`config.mk`:
```
export PLATFORM = sky130hd
export DESIGN_NAME = victim_buffer
export DESIGN_NICKNAME = d
export VERILOG_FILES = /design/src/verilog/cache_pkg.sv /design/src/verilog/victim_buffer.sv
export SDC_FILE = /design/constraint.sdc
export NUM_CORES = 1
export LEC_CHECK = 0
export BUFFER_PORTS_ARGS = -buffer_cell sky130_fd_sc_hd__clkbuf_2
export CAP_MARGIN = 5
export CORE_MARGIN = 10
export CORE_UTILIZATION = 60
export CTS_CLUSTER_SIZE = 40
export DETAILED_ROUTE_END_ITERATION = 16
export HOLD_SLACK_MARGIN = 0.12
export PLACE_DENSITY = 0.78
export SLEW_MARGIN = 20
export SYNTH_ARGS = -nofsm -noshare
export SYNTH_HDL_FRONTEND = slang
export SYNTH_SLANG_ARGS = --single-unit
```
`constraint.sdc`:
```
create_clock -name clk -period 13.99 [get_ports clk]
set_input_delay 1.399 -clock clk [delete_from_list [all_inputs] [get_ports clk]]
set_output_delay 1.399 -clock clk [all_outputs]
set_load 0.01 [all_outputs]
```
`src/verilog/cache_pkg.sv`:
```
package cache_pkg;

    localparam int WORD_W    = 32;
    localparam int LINE_W    = 128;
    localparam int OFFSET_W  = 4;
    localparam int INDEX_W   = 7;
    localparam int TAG_W     = 7;
    localparam int BLOCK_W   = TAG_W + INDEX_W;  // Also the memory address width
    localparam int LINES     = 128;
    localparam int VIC_LINES = 8;
    localparam int VIC_PTR_W = 3;
    localparam int MEM_DELAY = 5;                // Address stable to read data valid

    // Miss wait counter
    localparam int DLY_W = $clog2(MEM_DELAY);
    localparam logic [DLY_W-1:0] DLY_LAST = DLY_W'(MEM_DELAY - 1);

    typedef logic [WORD_W-1:0]   word_t;
    typedef logic [LINE_W-1:0]   line_t;
    typedef logic [BLOCK_W-1:0]  block_addr_t;
    typedef logic [INDEX_W-1:0]  index_t;
    typedef logic [TAG_W-1:0]    tag_t;
    typedef logic [OFFSET_W-1:0] offset_t;

    typedef enum logic [1:0] {
        ACC_NONE = 2'b00,  // No request
        ACC_BYTE = 2'b01,
        ACC_HALF = 2'b10,
        ACC_WORD = 2'b11
    } access_t;

    typedef enum logic [2:0] {
        ST_IDLE,
        ST_WB,        // Dirty victim slot to memory
        ST_MEM_WAIT,
        ST_FILL,
        ST_SWAP,      // Main line and victim slot exchange
        ST_DONE
    } ctrl_state_t;

endpackage

```
`src/verilog/victim_buffer.sv`:
```
`timescale 1ns/1ps

module victim_buffer (
    input  logic                           clk,
    input  logic                           rst_n,
    input  cache_pkg::block_addr_t         lookup_block,
    output logic                           hit,
    output logic [cache_pkg::VIC_PTR_W-1:0] hit_slot,
    output logic [cache_pkg::VIC_PTR_W-1:0] fill_slot,
    output cache_pkg::line_t               slot_line,
    output cache_pkg::block_addr_t         slot_block,
    output logic                           slot_valid,
    output logic                           slot_dirty,
    input  logic [cache_pkg::VIC_PTR_W-1:0] rd_slot,
    input  logic                           wr_en,
    input  logic [cache_pkg::VIC_PTR_W-1:0] wr_slot,
    input  cache_pkg::line_t               wr_line,
    input  cache_pkg::block_addr_t         wr_block,
    input  logic                           wr_valid,
    input  logic                           wr_dirty,
    input  logic                           advance
);

    cache_pkg::line_t               line_mem  [cache_pkg::VIC_LINES];
    cache_pkg::block_addr_t         block_mem [cache_pkg::VIC_LINES];
    logic [cache_pkg::VIC_LINES-1:0] valid;
    logic [cache_pkg::VIC_LINES-1:0] dirty;
    logic [cache_pkg::VIC_LINES-1:0] match;
    logic [cache_pkg::VIC_PTR_W-1:0] ptr;

    // Fully associative compare
    always_comb begin
        hit_slot = '0;
        for (int i = 0; i < cache_pkg::VIC_LINES; i++) begin
            match[i] = valid[i] && (block_mem[i] == lookup_block);
            if (match[i])
                hit_slot = i[cache_pkg::VIC_PTR_W-1:0];
        end
    end

    assign hit        = |match;
    assign fill_slot  = ptr;
    assign slot_line  = line_mem[rd_slot];
    assign slot_block = block_mem[rd_slot];
    assign slot_valid = valid[rd_slot];
    assign slot_dirty = dirty[rd_slot];

    always_ff @(posedge clk) begin
        if (wr_en) begin
            line_mem[wr_slot]  <= wr_line;
            block_mem[wr_slot] <= wr_block;
        end
    end

    always_ff @(posedge clk) begin
        if (!rst_n) begin
            valid <= '0;
            dirty <= '0;
            ptr   <= '0;
        end else begin
            if (wr_en) begin
                valid[wr_slot] <= wr_valid;
                dirty[wr_slot] <= wr_dirty;
            end
            if (advance)
                ptr <= ptr + 1'b1;  // Round robin, wraps at VIC_LINES
        end
    end

    // A block lives in at most one slot
    a_unique: assert property (@(posedge clk) disable iff (!rst_n) $onehot0(match))
        else $error("block %h found in several victim slots", lookup_block);

endmodule
```
=== Yosys cells after proc, flatten, opt, wreduce, memory -nomap -nowiden ===
Memory sizes are Yosys's and may differ from the RTL's.
Cells that the tools add are included.

* Magnitude comparators: 3
* Reduce and logical (&&, ||, !) cells: 10
* Mux-type cells: 17
* Equality and inequality tests: 8
* Add/subtract/negate cells: 1

{| class="wikitable"
|+ Operators by type and width
! cell !! count
|-
| $eq A14 B14 Y1 || 8
|-
| $mux W3 || 6
|-
| $bwmux W8 || 2
|-
| $logic_and A1 B1 Y1 || 9
|-
| $lt A3 B4 Y1 const B || 2
|-
| $reduce_or A8 Y1 || 1
|-
| $bmux W1 S3 || 2
|-
| $mux W1 || 6
|-
| $add A3 B1 Y3 const B || 1
|-
| $demux W1 S3 || 1
|-
| $ge A3 B1 Y1 const B || 1
|}

* Output and inout bits: 151
* Input port bits: 168
* Bits in writable memories: 1136
* Memories kept: 2
* Logic and storage cells: 44
* Register bits after elaboration: 19

{| class="wikitable"
|+ Memories
! name !! depth !! bits a word !! rd ports !! clocked after memory_dff !! write ports !! line !! source
|-
| line_mem || 8 || 128 || 1 || 0 || 1 || victim_buffer.sv:24 || <nowiki>cache_pkg::line_t line_mem [cache_pkg::VIC_LINES];</nowiki>
|-
| block_mem || 8 || 14 || 9 || 0 || 1 || victim_buffer.sv:25 || <nowiki>cache_pkg::block_addr_t block_mem [cache_pkg::VIC_LINES];</nowiki>
|}

=== Longest topological paths before layout ===
Gate-level depths: netlist of run 1.
An unclocked memory read counts as a cell.

* Depth in word-level cells: 10
* Gate-level depth with buffers: 7
* Mapped depth without buffers: 6

=== Least setup slack after synthesis of run 1 ===
Ideal clock, no wire load.

* Path type: input -> register
* From: input port wr_slot[0] (netlist name)
* To: register dirty[2] (netlist name)
* Buffers on the path: 0
* Slack: 1687 ps
* Library setup time: 129 ps
* Arrival time: 12174 ps
* Cell stages on the path: 3
* Required time: 13861 ps
* Cell sequence: nor3_1 -> mux2i_1 -> nor2b_1

* Longest elaborated chain between the ends: 5
* Elaborated cells between the ends (all ways): 6
* Those cells by class: 2 x order compare; 3 x mux; 1 x reduce/logical

{| class="wikitable"
|+ Ends and longest elaborated chain
! item !! line !! source
|-
| start, declared || victim_buffer.sv:16 || <nowiki>input logic [cache_pkg::VIC_PTR_W-1:0] wr_slot,</nowiki>
|-
| $lt A3 B4 Y1 (not written as such) or $ge A3 B1 Y1 (tied branches) || victim_buffer.sv:63 || <nowiki>dirty[wr_slot] <= wr_dirty;</nowiki>
|-
| $logic_and A1 B1 Y1 (not written as such) || victim_buffer.sv:63 ||
|-
| $mux W1 (not written as such) || victim_buffer.sv:63 ||
|-
| $demux W1 S3 (*) || victim_buffer.sv:63 ||
|-
| $bwmux W8 (*) || victim_buffer.sv:63 ||
|-
| end signal, assigned by index || victim_buffer.sv:63 ||
|-
| end, declared || victim_buffer.sv:27 || <nowiki>logic [cache_pkg::VIC_LINES-1:0] dirty;</nowiki>
|}

Mark *: on every way between the ends. The rest lies on a longest branch, timed or not.
A chain may end at the register's enable or synchronous reset.

=== Worst setup path in the final report of run 1 ===
* From: input port rd_slot[0] (netlist name)
* To: output port slot_line[86]

* Longest elaborated chain between the ends: 1

{| class="wikitable"
|+ Ends and longest elaborated chain
! item !! line !! source
|-
| start, declared || victim_buffer.sv:14 || <nowiki>input logic [cache_pkg::VIC_PTR_W-1:0] rd_slot,</nowiki>
|-
| $mem_v2 Z8 W128 || n/a ||
|-
| end, declared || victim_buffer.sv:10 || <nowiki>output cache_pkg::line_t slot_line,</nowiki>
|}

No other way between the ends.

==> impl_metrics.env, run 1 <==
export IMPL_die_x_um=294
export IMPL_hold_depth=2
export IMPL_synth_area_per_cell_um2=23.5
export IMPL_cts_resized=0
export IMPL_startpoint_type="primary input"
export IMPL_synthArstFlopShare_pct=0
export IMPL_syn_cell_area_um2=45000
export IMPL_antenna_left=0
export IMPL_cp_arrival_ns=4.80
export IMPL_hold_slack_ns=0.455
export IMPL_p_leak_nw=16.5
export IMPL_finalPower_w=0.00727
export IMPL_grt_overflow=0
export IMPL_die_area_um2=86300
export IMPL_drc_errors=0
export IMPL_clock_sinks=1155
export IMPL_yosysTopAreaCell="edfxtp_1"
export IMPL_finalCritPeriodShare_pct=44.3
export IMPL_worstSetupPathType="in2out"
export IMPL_cellPowerDensity_nw_per_um2=143
export IMPL_hp_class="reg2reg"
export IMPL_cts_hold_buf=0
export IMPL_maxSlewHeadroom_pct=31.5
export IMPL_ios=319
export IMPL_ys_seq_area_share_pct=76.7
export IMPL_r2r_cells=4
export IMPL_totalWireLength_um=96100
export IMPL_yosys_top_cells_area="edfxtp_1 (76%), mux4_2 (14%), mux2_2 (3.6%)"
export IMPL_dp_cells=3131
export IMPL_start_util_pct=60.5
export IMPL_ys_warn_count=0
export IMPL_drt_iter0_drc=1786
export IMPL_drtPass1Iterations=5
export IMPL_ir_drop_mv=0.109
export IMPL_die_height_um=294
export IMPL_fin_setup_tns_ns=0
export IMPL_worst_slew_pin_slew_ns=1.03
export IMPL_synthCells=1911
export IMPL_required_ns=12.59
export IMPL_track_usage_pct=22.4
export IMPL_hold_viol=0
export IMPL_maxCapViolCount=0
export IMPL_cts_setup_buffers=0
export IMPL_cts_buffers=110
export IMPL_hpwl_um=54300
export IMPL_post_drt_wl_per_cell_um=28.8
export IMPL_critPathMaxFanout=63
export IMPL_clock_latency_ns=0.65
export IMPL_routabilityCongestion=0.851
export IMPL_portBuffers=318
export IMPL_yosysUniqueCellTypes=34
export IMPL_finalSetupViolations=0
export IMPL_ys_ff_latch=1155
export IMPL_clk_pin_slew_ns=0.06
export IMPL_clock_skew_ns=0.000626
export IMPL_syn_to_final_growth_pct=13.2
export IMPL_fmax_mhz=161
export IMPL_routed_via_density=6.27
export IMPL_synth_top_area_share_pct=75.9
export IMPL_grt_setup_unrepaired="no"
export IMPL_vias=20900
export IMPL_cts_tree="done"
export IMPL_rows=100
export IMPL_fin_cells=3339
export IMPL_grt_max_degree=101
export IMPL_syn_num_nets=2080
export IMPL_drive_gt1_share_pct=39.8
export IMPL_core_area_um2=74300
export IMPL_antenna_found_initial=20
export IMPL_status="completed"
export IMPL_cts_buffer_depth=3
export IMPL_htreeDepth=3
export IMPL_clockRootBuffer="clkbuf_16"
export IMPL_synth_ff_type="edfxtp_1"
export IMPL_first_global_vias=22300
export IMPL_fin_util_pct=68.5
export IMPL_min_period_ns=6.20
export IMPL_slew_violations=0
export IMPL_grt_pass1_wl_um=143000
export IMPL_endpoint_kind="output port"
export IMPL_finalNetCount=2443
export IMPL_synth_edf_count=1136
==> path summary, 6_finish.rpt <==
check	startpoint	end	slack (ns)
min	dirty[5]$_SDFFE_PN0P_	dirty[5]$_SDFFE_PN0P_	0.46
max reg2reg	fill_slot[0]$_SDFFE_PN0P_	fill_slot[2]$_SDFFE_PN0P_	13.00
min reg2reg	dirty[5]$_SDFFE_PN0P_	dirty[5]$_SDFFE_PN0P_	0.46
max	rd_slot[0]	slot_line[86]	7.79
==> critical path, stage by stage <==
cell      delay, ns
buf_8          0.43
buf_4          0.82
buf_4          0.79
mux4_2         0.60
mux2_2         0.31
clkbuf_2       0.14
==> kinds of logic (layout without fill, tap and decap cells) <==
family                     after synthesis  in the layout  share of synthesized area, %
buffers and inverters                  102            552                          1.48
AOI/OAI and AO/OA                       13             13                         0.214
xor gates and xnor gates               114            114                          2.27
and+or+nand+nor                         85             85                          1.04
other                                    0              9                             0
adders and majority gates                1              1                        0.0278
muxes                                  441            441                          18.2
DFF                                   1155           1155                          76.7
==> sequential cells by signal (all words and copies together) (netlist names) <==
register and cells:
valid 8, fill_slot 3, dirty 8, block_mem 112, line_mem 1024
==> report_power, final <==
| group | leakage [nW] | total, W | internal [W] | switching, W |
|---|---|---|---|---|
| sequential | 10.5 | 0.00395 | 0.00392 | 0.0000327 |
| clock | 1.70 | 0.00285 | 0.00163 | 0.00122 |
| combinational | 4.32 | 0.000474 | 0.000211 | 0.000263 |
==> cell usage in the layout (no fill, tap or decap), drive strengths merged, types with 2 or more instances in the layout <==
cell type,n
nor4,6
nand2b,3
o21bai,2
nor2,5
inv,9
edfxtp,1136
clkbuf,452
or4,2
bufinv,9
or2,3
buf,33
nand2,20
diode,9
xnor2,113
dfxtp,19
clkinv,49
and2,2
mux2i,9
nand4,25
mux4,288
a21boi,8
mux2,144
nor3,2
nor2b,9
nand3,8
==> synth_stat cells, types with 2 or more instances <==
library cell / instances
a21boi_1: 8
nand4_1: 25
or2_1: 3
buf_2: 12
inv_1: 2
nor2_1: 5
inv_2: 3
nor3_1: 2
nor2b_1: 9
mux2i_1: 9
nand2b_1: 3
o21bai_1: 2
nand2_1: 20
xnor2_1: 110
nor4_1: 5
xnor2_2: 3
mux4_2: 288
and2_1: 2
buf_1: 17
edfxtp_1: 1136
dfxtp_1: 19
buf_6: 32
clkbuf_1: 29
nand3_1: 8
buf_4: 7
mux2_2: 144
==> area by class of cell <==
class,count,area (um^2)
flip-flops and latches,1155,34500
fillers,4499,23400
multi-input cells,654,9820
clock buffers,137,2900
repair buffers,348,1850
well taps,969,1210
clock inverters,62,566
inverters,5,38.8
diodes,9,22.5
==> metal layers <==
metal | part of all wire (%) | global-route usage (%) | vias up
li1 | - | - | 8765
met1 | 39 | 29.9 | 11100
met2 | 50 | 36.5 | 911
met3 | 8.3 | 5.58 | 174
met4 | 2.4 | 7.06 | 28
met5 | 0.16 | 0 | -
==> metrics by stage <==
step           area [um^2]  setup WS (ns)
2_1_floorplan        45000           1.69
3_3_place_gp         47400           7.65
3_5_place_dp         47400           7.60
4_1_cts              50900           7.55
5_1_grt              50900           7.41
6_report             50900           7.79
(Power assumes the default switching activity.)
==> run 2: changes to the inputs <==
==> constraint.sdc (replaced) <==
create_clock -name clk -period 5.71 [get_ports clk]
set_input_delay 0.571 -clock clk [delete_from_list [all_inputs] [get_ports clk]]
set_output_delay 0.571 -clock clk [all_outputs]
set_load 0.01 [all_outputs]
==> run 2 against run 1 <==
  * Critical path depth shrank 1
  * Non-clock buffer count did not move
  * Power grew 150%
  * Die area is the same
  * Routed wire length down 0.87%
  * Clock power up 150%
  * Flip-flop and latch count unchanged
  * Largest cell class unchanged
  * Clock skew increased by 0.0036 ns
  * Clock-buffer cell count rose by 4
  * First-iteration DRC count up 10%
  * Combinational power is 150% higher
  * Register-to-register slack worse by 8.3 ns
==> impl_metrics.env, run 2 (same netlist as run 1, synthesis figures left out) <==
export IMPL_dpl_worst_slack_ns=2.23
export IMPL_hold_depth=1
export IMPL_clockRootBuffer="clkbuf_16"
export IMPL_core_area_um2=74300
export IMPL_endpoint_kind="output port"
export IMPL_ios=319
export IMPL_clock_latency_ns=0.64
export IMPL_post_drt_wl_per_cell_um=28.5
export IMPL_clock_skew_ns=0.00418
export IMPL_mostFrequentLayoutCell="edfxtp_1"
export IMPL_finalNetCount=2443
export IMPL_antenna_left=0
export IMPL_rows=100
export IMPL_startpoint_type="primary input"
export IMPL_drc_errors=0
export IMPL_n_fill_cell=4502
export IMPL_cts_resized=0
export IMPL_die_x_um=294
export IMPL_portBuffers=318
export IMPL_grt_overflow=0
export IMPL_first_global_vias=22300
export IMPL_hold_slack_ns=0.172
export IMPL_fmax_mhz=294
export IMPL_clock_sinks=1155
export IMPL_start_util_pct=60.5
export IMPL_vias=20700
export IMPL_clk_pin_slew_ns=0.07
export IMPL_drtPass1Iterations=6
export IMPL_cts_setup_buffers=0
export IMPL_regArea_um2=34500
export IMPL_min_period_ns=3.40
export IMPL_routabilityCongestion=0.850
export IMPL_slew_violations=0
export IMPL_finalSetupViolations=0
export IMPL_largest_register_ffs=1024
export IMPL_multiInputGateArea_um2=9830
export IMPL_grt_setup_unrepaired="no"
export IMPL_cts_buffers=110
export IMPL_maxSlewHeadroom_pct=36.7
export IMPL_finalPower_w=0.0179
export IMPL_finalCritPeriodShare_pct=59.5
export IMPL_cts_hold_buf=0
export IMPL_grt_max_degree=96
export IMPL_antenna_found_initial=19
export IMPL_cellPowerDensity_nw_per_um2=350
export IMPL_hp_class="in2reg"
export IMPL_top_regs="line_mem: 1024 flops, block_mem: 112 flops"
export IMPL_cts_buffer_depth=3
export IMPL_htreeDepth=3
export IMPL_routed_via_density=6.20
export IMPL_maxCapViolCount=0
export IMPL_hold_viol=0
export IMPL_layout_setup_ws_ns=2.31
export IMPL_fin_setup_tns_ns=0
export IMPL_worst_slew_pin_slew_ns=0.950
export IMPL_status="completed"
export IMPL_hpwl_um=53300
export IMPL_ir_drop_mv=0.301
export IMPL_required_ns=5.14
export IMPL_top_register="line_mem"
export IMPL_p_leak_nw=16.6
export IMPL_die_height_um=294
export IMPL_totalWireLength_um=95300
export IMPL_layout_common_cells="edfxtp_1 (1,136), clkbuf_2 (315), mux4_2 (288)"
export IMPL_drive_gt1_share_pct=39.9
export IMPL_syn_to_final_growth_pct=13.8
export IMPL_die_area_um2=86300
export IMPL_r2r_cells=4
export IMPL_cts_tree="done"
export IMPL_track_usage_pct=22.3
export IMPL_worstSetupPathType="in2out"
export IMPL_drt_iter0_drc=1971
export IMPL_cp_arrival_ns=2.83
export IMPL_grt_pass1_wl_um=143000
export IMPL_critPathMaxFanout=78
==> run 2: changes by cell type in the layout (fill, tap and decap cells not counted), sizes merged <==
| cell | delta |
|---|---|
| bufinv | +1 |
| clkinv | +1 |
| diode | +2 |
| clkbuf | +4 |
| clkinvlp | +1 |
| inv | -2 |
==> run 2: report_power, final <==
part | total, W | internal [W] | switching, W | leakage [nW]
Combinational | 0.00117 | 0.000527 | 0.000644 | 4.37
Clock | 0.00705 | 0.00405 | 0.00300 | 1.72
Sequential | 0.00968 | 0.00960 | 0.0000795 | 10.5
Total | 0.0179 | 0.0142 | 0.00372 | 16.6
==> run 2: cell type report <==
class                           count  area share [%]
Inverter                            5          0.0758
Sequential cell                  1155            67.4
Clock buffer                      141            5.69
Tap cell                          969            2.37
Antenna cell                       11          0.0538
Clock inverter                     63            1.20
Multi-Input combinational cell    654            19.2
Timing Repair Buffer              348            3.95
==> run 2: per-layer routing <==
layer,track usage (%),vias to the layer above,routed length [um],part of all wire [%]
met5,0.812,-,136,0.14
met4,6.99,20,2100,2.2
met3,5.23,170,7610,8.0
met2,36.4,806,48300,51
met1,29.8,10900,37100,39
li1,-,8793,-,-
==> run 2: per-stage QoR <==
step           instance area [um^2]  utilization (%)  instances
2_1_floorplan                 45000                -       1911
3_3_place_gp                  47600             64.0       3131
3_5_place_dp                  47600             64.0       3131
4_1_cts                       51100             68.8       3335
5_1_grt                       51100             68.8       3342
6_report                      51100             68.8       3346
==> run 2: worst paths after layout <==
path                                                 from                         end  slack, ns
worst max-delay path                           rd_slot[0]               slot_line[72]       2.31
worst min-delay path                         wr_line[104]  line_mem[0][104]$_DFFE_PP_       0.17
worst max register to register  fill_slot[0]$_SDFFE_PN0P_   fill_slot[2]$_SDFFE_PN0P_       4.75
worst min register to register      dirty[7]$_SDFFE_PN0P_       dirty[7]$_SDFFE_PN0P_       0.46
==> run 2: critical path, cell delays in order <==
cell and delay (ns):
buf_8 0.66, buf_4 0.49, mux4_2 0.55, mux2_2 0.33, clkbuf_2 0.15
