[src/verilog/cache_pkg.sv]
package cache_pkg;

    localparam int WORD_W    = 32;
    localparam int LINE_W    = 128;
    localparam int OFFSET_W  = 4;
    localparam int INDEX_W   = 7;
    localparam int TAG_W     = 7;
    localparam int BLOCK_W   = TAG_W + INDEX_W;  // Also the memory address width
    localparam int LINES     = 128;
    localparam int VIC_LINES = 8;
    localparam int VIC_PTR_W = 3;
    localparam int MEM_DELAY = 5;                // Address stable to read data valid

    // Miss wait counter
    localparam int DLY_W = $clog2(MEM_DELAY);
    localparam logic [DLY_W-1:0] DLY_LAST = DLY_W'(MEM_DELAY - 1);

    typedef logic [WORD_W-1:0]   word_t;
    typedef logic [LINE_W-1:0]   line_t;
    typedef logic [BLOCK_W-1:0]  block_addr_t;
    typedef logic [INDEX_W-1:0]  index_t;
    typedef logic [TAG_W-1:0]    tag_t;
    typedef logic [OFFSET_W-1:0] offset_t;

    typedef enum logic [1:0] {
        ACC_NONE = 2'b00,  // No request
        ACC_BYTE = 2'b01,
        ACC_HALF = 2'b10,
        ACC_WORD = 2'b11
    } access_t;

    typedef enum logic [2:0] {
        ST_IDLE,
        ST_WB,        // Dirty victim slot to memory
        ST_MEM_WAIT,
        ST_FILL,
        ST_SWAP,      // Main line and victim slot exchange
        ST_DONE
    } ctrl_state_t;

endpackage

[src/verilog/cache_ctrl.sv]
`timescale 1ns/1ps

module cache_ctrl (
    input  logic                            clk,
    input  logic                            rst_n,
    input  cache_pkg::word_t                cpu_addr,
    input  cache_pkg::word_t                cpu_data_out,
    input  cache_pkg::access_t              byte_selection,
    input  logic                            cpu_wr_re,
    output cache_pkg::word_t                cpu_data_in,
    output logic                            cpu_ready,
    output logic                            cpu_wait,
    input  cache_pkg::line_t                mem_data_out,
    output cache_pkg::block_addr_t          mem_addr,
    output cache_pkg::line_t                mem_data_in,
    output logic                            mem_wren,
    output cache_pkg::index_t               dm_rd_index,
    input  cache_pkg::line_t                dm_rd_line,
    input  cache_pkg::tag_t                 dm_rd_tag,
    input  logic                            dm_rd_valid,
    input  logic                            dm_rd_dirty,
    output logic                            dm_wr_en,
    output cache_pkg::index_t               dm_wr_index,
    output cache_pkg::line_t                dm_wr_line,
    output cache_pkg::tag_t                 dm_wr_tag,
    output logic                            dm_wr_dirty,
    output cache_pkg::block_addr_t          vb_lookup_block,
    input  logic                            vb_hit,
    input  logic [cache_pkg::VIC_PTR_W-1:0] vb_hit_slot,
    input  logic [cache_pkg::VIC_PTR_W-1:0] vb_fill_slot,
    input  cache_pkg::line_t                vb_slot_line,
    input  cache_pkg::block_addr_t          vb_slot_block,
    input  logic                            vb_slot_valid,
    input  logic                            vb_slot_dirty,
    output logic [cache_pkg::VIC_PTR_W-1:0] vb_rd_slot,
    output logic                            vb_wr_en,
    output logic [cache_pkg::VIC_PTR_W-1:0] vb_wr_slot,
    output cache_pkg::line_t                vb_wr_line,
    output cache_pkg::block_addr_t          vb_wr_block,
    output logic                            vb_wr_valid,
    output logic                            vb_wr_dirty,
    output logic                            vb_advance
);

    cache_pkg::ctrl_state_t        state;
    logic [cache_pkg::DLY_W-1:0]   cnt;
    cache_pkg::block_addr_t        req_block;
    cache_pkg::offset_t            req_offset;
    cache_pkg::access_t            req_size;
    cache_pkg::word_t              req_data;
    logic                          req_write;
    cache_pkg::word_t              load_q;
    cache_pkg::index_t             cur_index;
    cache_pkg::tag_t               cur_tag;
    cache_pkg::offset_t            cur_offset;
    cache_pkg::access_t            cur_size;
    cache_pkg::word_t              cur_data;
    logic                          cur_write;
    cache_pkg::line_t              src_line;
    cache_pkg::line_t              merged;
    cache_pkg::word_t              load_word;
    logic                          idle;
    logic                          main_hit;
    logic                          hit_now;
    logic                          load_en;

    assign idle = (state == cache_pkg::ST_IDLE);

    // Live CPU fields in idle, latched request afterwards
    assign cur_index  = idle ? cpu_addr[10:4]  : req_block[cache_pkg::INDEX_W-1:0];
    assign cur_tag    = idle ? cpu_addr[17:11] : req_block[cache_pkg::BLOCK_W-1:cache_pkg::INDEX_W];
    assign cur_offset = idle ? cpu_addr[3:0]   : req_offset;
    assign cur_size   = idle ? byte_selection  : req_size;
    assign cur_data   = idle ? cpu_data_out    : req_data;
    assign cur_write  = idle ? cpu_wr_re       : req_write;

    assign main_hit = dm_rd_valid && (dm_rd_tag == cur_tag);
    assign hit_now  = idle && (byte_selection != cache_pkg::ACC_NONE) && main_hit;
    assign load_en  = hit_now || state == cache_pkg::ST_SWAP || state == cache_pkg::ST_FILL;

    always_comb begin
        case (state)
            cache_pkg::ST_SWAP: src_line = vb_slot_line;
            cache_pkg::ST_FILL: src_line = mem_data_out;
            default:            src_line = dm_rd_line;
        endcase
    end

    lane_merge i_extract (
        .clk(clk), .line(src_line), .offset(cur_offset), .size(cur_size),
        .store_data(cur_data), .load_data(load_word), .merged_line()
    );

    lane_merge i_insert (
        .clk(clk), .line(src_line), .offset(cur_offset), .size(cur_size),
        .store_data(cur_data), .load_data(), .merged_line(merged)
    );

    // Main array port
    assign dm_rd_index = cur_index;
    assign dm_wr_index = cur_index;
    assign dm_wr_en    = (hit_now && cpu_wr_re) || state == cache_pkg::ST_SWAP ||
                         state == cache_pkg::ST_FILL;
    assign dm_wr_line  = cur_write ? merged : src_line;
    assign dm_wr_tag   = cur_tag;
    assign dm_wr_dirty = cur_write || (state == cache_pkg::ST_SWAP && vb_slot_dirty);

    // Victim port, the old main line moves out on swap and fill
    assign vb_lookup_block = {cur_tag, cur_index};
    assign vb_rd_slot  = (state == cache_pkg::ST_SWAP) ? vb_hit_slot : vb_fill_slot;
    assign vb_wr_slot  = vb_rd_slot;
    assign vb_advance  = (state == cache_pkg::ST_FILL) && dm_rd_valid;
    assign vb_wr_en    = (state == cache_pkg::ST_SWAP) || vb_advance;
    assign vb_wr_line  = dm_rd_line;
    assign vb_wr_block = {dm_rd_tag, cur_index};
    assign vb_wr_valid = dm_rd_valid;
    assign vb_wr_dirty = dm_rd_dirty;

    assign mem_addr    = (state == cache_pkg::ST_WB) ? vb_slot_block : req_block;
    assign mem_data_in = vb_slot_line;
    assign cpu_data_in = load_q;
    assign cpu_wait    = !idle;

    always_ff @(posedge clk) begin
        if (idle) begin
            req_block  <= {cpu_addr[17:11], cpu_addr[10:4]};
            req_offset <= cpu_addr[3:0];
            req_size   <= byte_selection;
            req_data   <= cpu_data_out;
            req_write  <= cpu_wr_re;
        end
        if (load_en)
            load_q <= load_word;
    end

    always_ff @(posedge clk) begin
        if (!rst_n) begin
            state     <= cache_pkg::ST_IDLE;
            cnt       <= '0;
            cpu_ready <= 1'b0;
            mem_wren  <= 1'b0;
        end else begin
            cpu_ready <= 1'b0;
            mem_wren  <= 1'b0;
            case (state)
                cache_pkg::ST_IDLE: begin
                    cnt <= '0;
                    if (hit_now) begin
                        state     <= cache_pkg::ST_DONE;
                        cpu_ready <= 1'b1;
                    end else if (byte_selection != cache_pkg::ACC_NONE) begin
                        if (vb_hit) begin
                            state <= cache_pkg::ST_SWAP;
                        end else if (vb_slot_valid && vb_slot_dirty) begin
                            state    <= cache_pkg::ST_WB;
                            mem_wren <= 1'b1;
                        end else begin
                            state <= cache_pkg::ST_MEM_WAIT;
                        end
                    end
                end
                cache_pkg::ST_WB: state <= cache_pkg::ST_MEM_WAIT;
                cache_pkg::ST_MEM_WAIT: begin
                    if (cnt == cache_pkg::DLY_LAST)
                        state <= cache_pkg::ST_FILL;
                    cnt <= cnt + 1'b1;
                end
                cache_pkg::ST_FILL, cache_pkg::ST_SWAP: begin
                    state     <= cache_pkg::ST_DONE;
                    cpu_ready <= 1'b1;
                end
                default: state <= cache_pkg::ST_IDLE;  // ST_DONE
            endcase
        end
    end

    a_wren_pulse: assert property (@(posedge clk) disable iff (!rst_n) mem_wren |=> !mem_wren)
        else $error("mem_wren held for two cycles");

    a_ready_done: assert property (@(posedge clk) disable iff (!rst_n)
        cpu_ready |-> state == cache_pkg::ST_DONE)
        else $error("cpu_ready outside ST_DONE");

endmodule

[src/verilog/lane_merge.sv]
`timescale 1ns/1ps

module lane_merge (
    input  logic               clk,
    input  cache_pkg::line_t   line,
    input  cache_pkg::offset_t offset,
    input  cache_pkg::access_t size,
    input  cache_pkg::word_t   store_data,
    output cache_pkg::word_t   load_data,
    output cache_pkg::line_t   merged_line
);

    cache_pkg::word_t size_mask;
    cache_pkg::line_t shifted;
    cache_pkg::line_t lane_mask;
    cache_pkg::line_t lane_data;
    logic [6:0]       bit_pos;

    always_comb begin
        case (size)
            cache_pkg::ACC_BYTE: size_mask = 32'h0000_00ff;
            cache_pkg::ACC_HALF: size_mask = 32'h0000_ffff;
            cache_pkg::ACC_WORD: size_mask = 32'hffff_ffff;
            default:             size_mask = 32'h0000_0000;
        endcase
    end

    assign bit_pos = {offset, 3'b000};  // Byte offset in bits

    // Load data right-justified and zero-extended
    assign shifted   = line >> bit_pos;
    assign load_data = shifted[cache_pkg::WORD_W-1:0] & size_mask;

    // Only the addressed lanes change on a store
    assign lane_mask = cache_pkg::line_t'(size_mask) << bit_pos;
    assign lane_data = cache_pkg::line_t'(store_data & size_mask) << bit_pos;
    assign merged_line = (line & ~lane_mask) | lane_data;

    // Natural alignment of the CPU access
    a_aligned: assert property (@(posedge clk)
        (size == cache_pkg::ACC_HALF || size == cache_pkg::ACC_WORD) |->
        offset[0] == 1'b0 && (size == cache_pkg::ACC_HALF || offset[1] == 1'b0))
        else $error("misaligned access, offset %0d size %0d", offset, size);

endmodule

[config.mk]
export PLATFORM = sky130hd
export DESIGN_NAME = cache_ctrl
export DESIGN_NICKNAME = d
export VERILOG_FILES = /design/src/verilog/cache_pkg.sv /design/src/verilog/cache_ctrl.sv /design/src/verilog/lane_merge.sv
export SDC_FILE = /design/constraint.sdc
export NUM_CORES = 1
export LEC_CHECK = 0
export ABC_AREA = 1
export BUFFER_PORTS_ARGS = -buffer_cell sky130_fd_sc_hd__buf_2
export CORE_AREA = 2 2 386 388
export DETAILED_ROUTE_END_ITERATION = 8
export DIE_AREA = 0 0 388 390
export GPL_ROUTABILITY_DRIVEN = 0
export SETUP_SLACK_MARGIN = 0.02
export SLEW_MARGIN = 30
export SYNTH_ARGS = -nofsm -noshare
export SYNTH_HDL_FRONTEND = slang
export SYNTH_SLANG_ARGS = --single-unit
[constraint.sdc]
create_clock -name clk -period 3.8 [get_ports clk]
set_input_delay 0.19 -clock clk [delete_from_list [all_inputs] [get_ports clk]]
set_output_delay 0.19 -clock clk [all_outputs]
set_load 0.02 [all_outputs]
---- Yosys cells after proc, flatten, opt, wreduce, memory -nomap -nowiden ----
Cells that the tools add are included.
operators by class
  reduce and logical (&&, ||, !) cells .... 20
  muxes and demuxes ....................... 21
  eq/ne operators ......................... 11
  bitwise logic cells ..................... 8
  add/subtract/negate cells ............... 1
  shifts and indexed selects .............. 3
operators with widths
  kind                  count
  $pmux W128 S2         1
  $and A128 B128 Y128   1
  $mux W128             1
  $not A128 Y128        1
  $or A128 B128 Y128    1
  $shl A128 B7 Y128     1
  $shl A32 B7 Y128      1
  $shr A128 B7 Y32      1
  $pmux W32 S3          1
  $and A32 B32 Y32      2
  $mux W32              1
  $mux W3               5
  $mux W14              1
  $mux W7               2
  $pmux W3 S4           1
  $eq A7 B7 Y1          1
  $logic_and A1 B1 Y1   7
  $eq A3 B2 Y1 const B  2
  $eq A3 B3 Y1 const B  2
  $logic_or A1 B1 Y1    6
  $pmux W3 S2           1
  $reduce_or A5 Y1      1
  $eq A2 B2 Y1 const B  2
  $mux W2               2
  other kinds (14)      19
word-level totals
  output and inout port bits .............. 494
  bits in registers ....................... 93

---- Longest topological paths before layout ----
  depth after elaboration ................. 9
  depth in mapped cells ................... 15
  mapped depth without buffers ............ 14

---- Cells and area by module ----
A second synthesis with hierarchy kept.
unflattened totals
  cells, all modules ...................... 4993
  area, all modules ....................... 24140.7 µm²
by module, submodules not included
  module      times used  area an instance (µm²)  cells an instance
  lane_merge  2           7128.1                  1657
  cache_ctrl  1           9884.5                  1679

---- Worst setup path before layout ----
OpenSTA, ideal clock, no wires.
  kind .................................... register to register
  start ................................... register state[0]
  end ..................................... register load_q[0], in the netlist cpu_data_in[0] (enable)
  period minus slack after synthesis ...... 2.810 ns
  path buffers ............................ 2
  slack ................................... 0.990 ns
  arrival time ............................ 2.423 ns
  cell stages (with the launch flop) ...... 14
  cell sequence ........................... dfxtp_1 -> nor2_2 -> nand2_4 -> buf_2 -> buf_2 -> nand2_1 -> nand2_1 -> nand2_1 -> nand3_1 -> nor2_1 -> nand2_1 -> inv_1 -> nor2_1 -> inv_1
on the way
  longest elaborated chain between the ends .. 7
ends and longest elaborated chain
  what                             line               RTL
  start, declared                  cache_ctrl.sv:45   cache_pkg::ctrl_state_t state;
  start signal, assigned           cache_ctrl.sv:138  state <= cache_pkg::ST_IDLE;
  start signal, assigned           cache_ctrl.sv:149  state <= cache_pkg::ST_DONE;
  start signal, assigned           cache_ctrl.sv:153  state <= cache_pkg::ST_SWAP;
  $logic_not A3 Y1                 cache_ctrl.sv:67   assign idle = (state == cache_pkg::ST_IDLE);
  $mux W7                          cache_ctrl.sv:71   assign cur_tag = idle ? cpu_addr[17:11] : req_block[cache_pkg::BLOCK_W-1:cache_pkg::INDEX_W];
  named net dm_wr_tag[2]           cache_ctrl.sv:25   output cache_pkg::tag_t dm_wr_tag,
  $eq A7 B7 Y1                     cache_ctrl.sv:77   assign main_hit = dm_rd_valid && (dm_rd_tag == cur_tag);
  $logic_and A1 B1 Y1              cache_ctrl.sv:77
  $logic_and A1 B1 Y1              cache_ctrl.sv:78   assign hit_now = idle && (byte_selection != cache_pkg::ACC_NONE) && main_hit;
  $logic_or A1 B1 Y1 (2 in a row)  cache_ctrl.sv:79   assign load_en = hit_now || state == cache_pkg::ST_SWAP || state == cache_pkg::ST_FILL;
  named net load_en                cache_ctrl.sv:65   logic load_en;
  end signal, assigned             cache_ctrl.sv:133  load_q <= load_word;
  end, declared                    cache_ctrl.sv:52   cache_pkg::word_t load_q;
The timed path passes the listed nets, and every way through them passes these cells.
A chain may end at the register's enable or synchronous reset.

---- Worst setup path after layout ----
  start ................................... register state[0]
  end ..................................... output port dm_wr_line[34]
on the way
  longest elaborated chain between the ends .. 9
ends and longest elaborated chain
  what                                                       line               RTL
  branches (longest 8 deep; another with $shl A128 B7 Y128)  n/a
  $mux W128 *                                                cache_ctrl.sv:104  assign dm_wr_line = cur_write ? merged : src_line;
  end, declared                                              cache_ctrl.sv:24   output cache_pkg::line_t dm_wr_line,
Every way passes the cells marked *.

==> results <==
- The run finished with clean final reports.
- The clock input transition at the sequential cells of the worst setup and hold paths is 0.08 ns.
- The number of nets in the layout is 4184.
- On the critical path, the stage with the largest delay is an instance of sky130_fd_sc_hd__dfxtp_1.
- The relative slew slack is 0.268.
- The remaining design rule violation count is 0.
- The count of buffers from port buffering is 962.
- Traced cell by cell, the critical path runs through nor2_2, nand2_8, o21ai_4, buf_4, inv_2, nand2_4, nand2_2, inv_2, nand2_1, o21ai_1, nand3_1, nand2_1, buf_2.
- The per-cell via count in the routed design is 4.40.
- The simple-gate portion of the synthesized area is 0.463.
- The buffer levels on the longest clock path is 2.
- The top achievable clock speed is 266 MHz.
- The total global-route track usage is 0.224.
- The number of nets produced by synthesis is 3563.
- The mean instance size in the synthesized netlist is 5.22 um2.
- Counting tap cells, the placed design contains a total of 5579 instances.
- The worst clock skew is 0.0158 ns.
- The number of standard cells in the layout, taps in and fillers out is 5657.
- The number of synthesized register bits is 93.
- The netlist uses 37 different library cells.
- After layout, the minimum clock period comes to 3.76 ns.
- Setup repair after global routing could not meet its margin everywhere.
- The critical path is of the flip-flop to primary output type.
- The fraction of the yosys area taken by sequential cells is 0.145.
- The number of top-level pins is 979.
- The number of flops mapped to enable cells by yosys is 46.
- The cell count after synthesis is 3076.
- The area of the placeable core is 147000 um2.
- IR analysis of the VDD net gives a maximum drop of 571 uV.
- For this design the static power due to leakage is 12.1 nW.
- The leftover overflow at the end of global routing is 0.
- Leaving out fill and tap cells, the most frequent cell in the layout is sky130_fd_sc_hd__nand2_1.
- The first global-routing pass estimated 220 mm of wire.
- The share of layout cells above drive strength 1 is 0.306.
- The relative area change from synthesis to final layout is 40.5%.
- The final-report max-slew violation count is 0.
- From left edge to right edge, the die measures 388 um.
- For the pin with the worst max-slew slack, the measured transition is 1.10 ns.
- The clock sink total is 93.
- In this run the core area contains 141 standard-cell rows.
- Detailed placement finished with a half-perimeter wire length of 161 mm.
- The top cell types in the final layout, fill and taps aside, are sky130_fd_sc_hd__nand2_1 (1344), sky130_fd_sc_hd__buf_2 (914), sky130_fd_sc_hd__nand3_1 (313), sky130_fd_sc_hd__inv_1 (295), sky130_fd_sc_hd__o21ai_0 (124).
- The type of destination of the critical path is a primary output.
- In the finished design, the share of the clock period the worst path needs comes to 0.990.
- The final number of setup-violating endpoints is 0.
- The DRC marker count from the first detailed-route iteration is 3693.
- The worst path arrival time is 3.57 ns.
- The maximum number of pins on one net before global-route repair is 69.
- The startpoint identified for the worst hold timing path is cpu_addr[14].
- The most used flip-flop cell after synthesis is sky130_fd_sc_hd__dfxtp_1.
- For the worst-skew pair, the clock arrives at the later sink with an insertion delay of 0.39 ns.
- The pre-antenna-repair detailed-routing pass consisted of 8 iterations.
- Of all flip-flops after synthesis, the portion carrying an async set or reset was 0.
- CTS placed an instance of sky130_fd_sc_hd__clkbuf_16 at the clock tree root.
- The post-synthesis share of cell area spent on xor and xnor gates is 0.
- In the final timing run, aggregate negative setup slack is 0 ns.
- From bottom edge to top edge, the die measures 390 um.
- The final hold violation count is 0.
- The final layout contains routed wiring with a total length of 178 mm.
- The number of antenna violations at the first check in global routing came to 160.
- The power per cell area is 1350 nW/um2.
- For the worst setup path, the data required time is 3.61 ns.
- The CTS buffer count is 9.
- The CTS tree is yes.
- The kind of cell with the highest combined delay along the critical path is simple AND/OR/NAND/NOR gates.
- The startpoint identified for the worst register-to-register timing path is state[0].
- The via count of the first global-routing pass is 21400.
- In this run the worst setup path begins at state[0].
- The number of buffers and inverters on the critical path is 4.
- The post-detailed-route wirelength per cell is 31.6 um.
- The number of antenna-violating nets in the routed design is 0.
- The delay of the slowest cell on the worst path is 0.37 ns.
- Of all nets on the critical path, the largest fanout is 28.
- The synthesized-area fraction occupied by ao, oa, aoi and oai cells was 0.125.
- The effective utilization at floorplan is 0.109.
- STA classifies the critical path startpoint as a flip-flop.
- The cell area after synthesis is 16100 um2.
- The area share of fa/ha/maj cells after synthesis is 0.00156.
- The share of synthesized area spent on multiplexers is 0.0114.
- The largest family of logic cells by synthesized area is simple AND/OR/NAND/NOR gates.
- The die covers 151000 um2.
- For this block, the via count after detailed routing is 24900.
- The maximum level of the CTS H-tree is 3.
- Across the run, the number of max-cap violations was 0.
- The class of the tightest hold or removal check is input pin to flip-flop.
- The number of warnings reported in the yosys synthesis log is 0.
per-layer routing:
layer  track usage  share of wire
met2         0.379           0.46
met5             0         0.0043
met1         0.245           0.35
met4        0.0886          0.055
met3        0.0962           0.13
worst paths after layout:
kind / cells after the start / slack (ns) / end
worst max register to register: 15 / 0.27 / cpu_data_in[22]
worst min register to register: 2 / 0.48 / req_data[22]
worst min-delay path: 1 / 0.03 / req_block[10]
worst max-delay path: 13 / 0.04 / dm_wr_line[34]
power breakdown:
part | switching, W | internal [W]
sequential | 0.000161 | 0.00170
clock | 0.000476 | 0.000580
combinational | 0.0202 | 0.00734
total | 0.0209 | 0.00962
what timing repair did:
item	4_1_cts	5_1_grt
gates cloned	0	1
hold buffers	13	0
resized for setup	14	35
endpoints found under the setup margin	107	110
pin swaps	2	8
setup buffers	5	18
hold endpoints to repair	13	0
cells in the mapped netlist (3+ instances only):
cell / n / share of area
sky130_fd_sc_hd__nor2_2: 3 / 0.0012
sky130_fd_sc_hd__dfxtp_1: 47 / 0.059
sky130_fd_sc_hd__mux2_2: 10 / 0.0070
sky130_fd_sc_hd__or2_2: 3 / 0.0012
sky130_fd_sc_hd__o21ai_1: 28 / 0.0087
sky130_fd_sc_hd__mux2i_1: 7 / 0.0044
sky130_fd_sc_hd__nand3_1: 317 / 0.099
sky130_fd_sc_hd__nor2_1: 125 / 0.029
sky130_fd_sc_hd__nand4_1: 22 / 0.0086
sky130_fd_sc_hd__inv_2: 16 / 0.0037
sky130_fd_sc_hd__o22ai_1: 59 / 0.023
sky130_fd_sc_hd__clkbuf_1: 70 / 0.016
sky130_fd_sc_hd__nand3b_1: 4 / 0.0019
sky130_fd_sc_hd__buf_1: 21 / 0.0049
sky130_fd_sc_hd__inv_1: 297 / 0.069
sky130_fd_sc_hd__o21ai_2: 4 / 0.0022
sky130_fd_sc_hd__a21oi_1: 94 / 0.029
sky130_fd_sc_hd__edfxtp_1: 46 / 0.086
sky130_fd_sc_hd__o21a_1: 8 / 0.0037
sky130_fd_sc_hd__buf_4: 300 / 0.14
sky130_fd_sc_hd__o21ai_0: 139 / 0.043
sky130_fd_sc_hd__nand2_1: 1346 / 0.31
sky130_fd_sc_hd__nor3_1: 4 / 0.0012
sky130_fd_sc_hd__buf_2: 64 / 0.020
sky130_fd_sc_hd__o211ai_1: 24 / 0.011
worst reg2reg max path, stage by stage, from the launching register on:
cell,delay (ns)
sky130_fd_sc_hd__dfxtp_1,0.37
sky130_fd_sc_hd__nor2_2,0.25
sky130_fd_sc_hd__buf_4,0.26
sky130_fd_sc_hd__nand2_2,0.21
sky130_fd_sc_hd__inv_6,0.30
sky130_fd_sc_hd__buf_12,0.33
sky130_fd_sc_hd__nand2_1,0.09
sky130_fd_sc_hd__nand2_1,0.18
sky130_fd_sc_hd__inv_1,0.07
sky130_fd_sc_hd__nand2_1,0.36
sky130_fd_sc_hd__o21ai_0,0.29
sky130_fd_sc_hd__nand2_1,0.13
sky130_fd_sc_hd__nand2_1,0.05
sky130_fd_sc_hd__nor2_1,0.11
sky130_fd_sc_hd__nor2_1,0.05
sky130_fd_sc_hd__nor2_1,0.28
cells by family after synthesis:
logic type,after synthesis
AO/OA/AOI/OAI,361
flip-flops,93
adder cells (fa/ha/maj),2
buffers and inverters,769
multiplexers,17
AND/OR/NAND/NOR,1834
through the flow:
step | hold WS [ns] | instance area, um2 | worst slack [ns] | utilization | total power (W)
after detailed placement | 0.380 | 21700 | 0.0182 | 0.148 | 0.0283
after CTS | 0.00319 | 22200 | 0.0168 | 0.151 | 0.0296
after floorplan | 0.289 | 16100 | 0.990 | - | 0.0155
after global routing | 0.00977 | 22500 | 0.00537 | 0.153 | 0.0319
after global placement | 0.380 | 21700 | 0.0200 | 0.148 | 0.0282
final | 0.0258 | 22600 | 0.0367 | 0.153 | 0.0305
sequential cells by signal, indices dropped and copies added (netlist names):
register     count
state            3
req_size         2
req_data        32
cpu_ready        1
mem_wren         1
req_block       14
req_offset       4
cnt              3
req_write        1
cpu_data_in     32
final cells by class:
type / instances / area [um2]
multi-input combinational: 2215 / 9770
antenna: 25 / 62.6
clock inverter: 7 / 95.1
inverter: 314 / 1200
clock buffer: 9 / 225
tap: 1930 / 2410
fill: 17400 / 125000
timing repair buffer: 1064 / 6460
sequential: 93 / 2320
No activity file was read; power rests on OpenSTA's default activity.
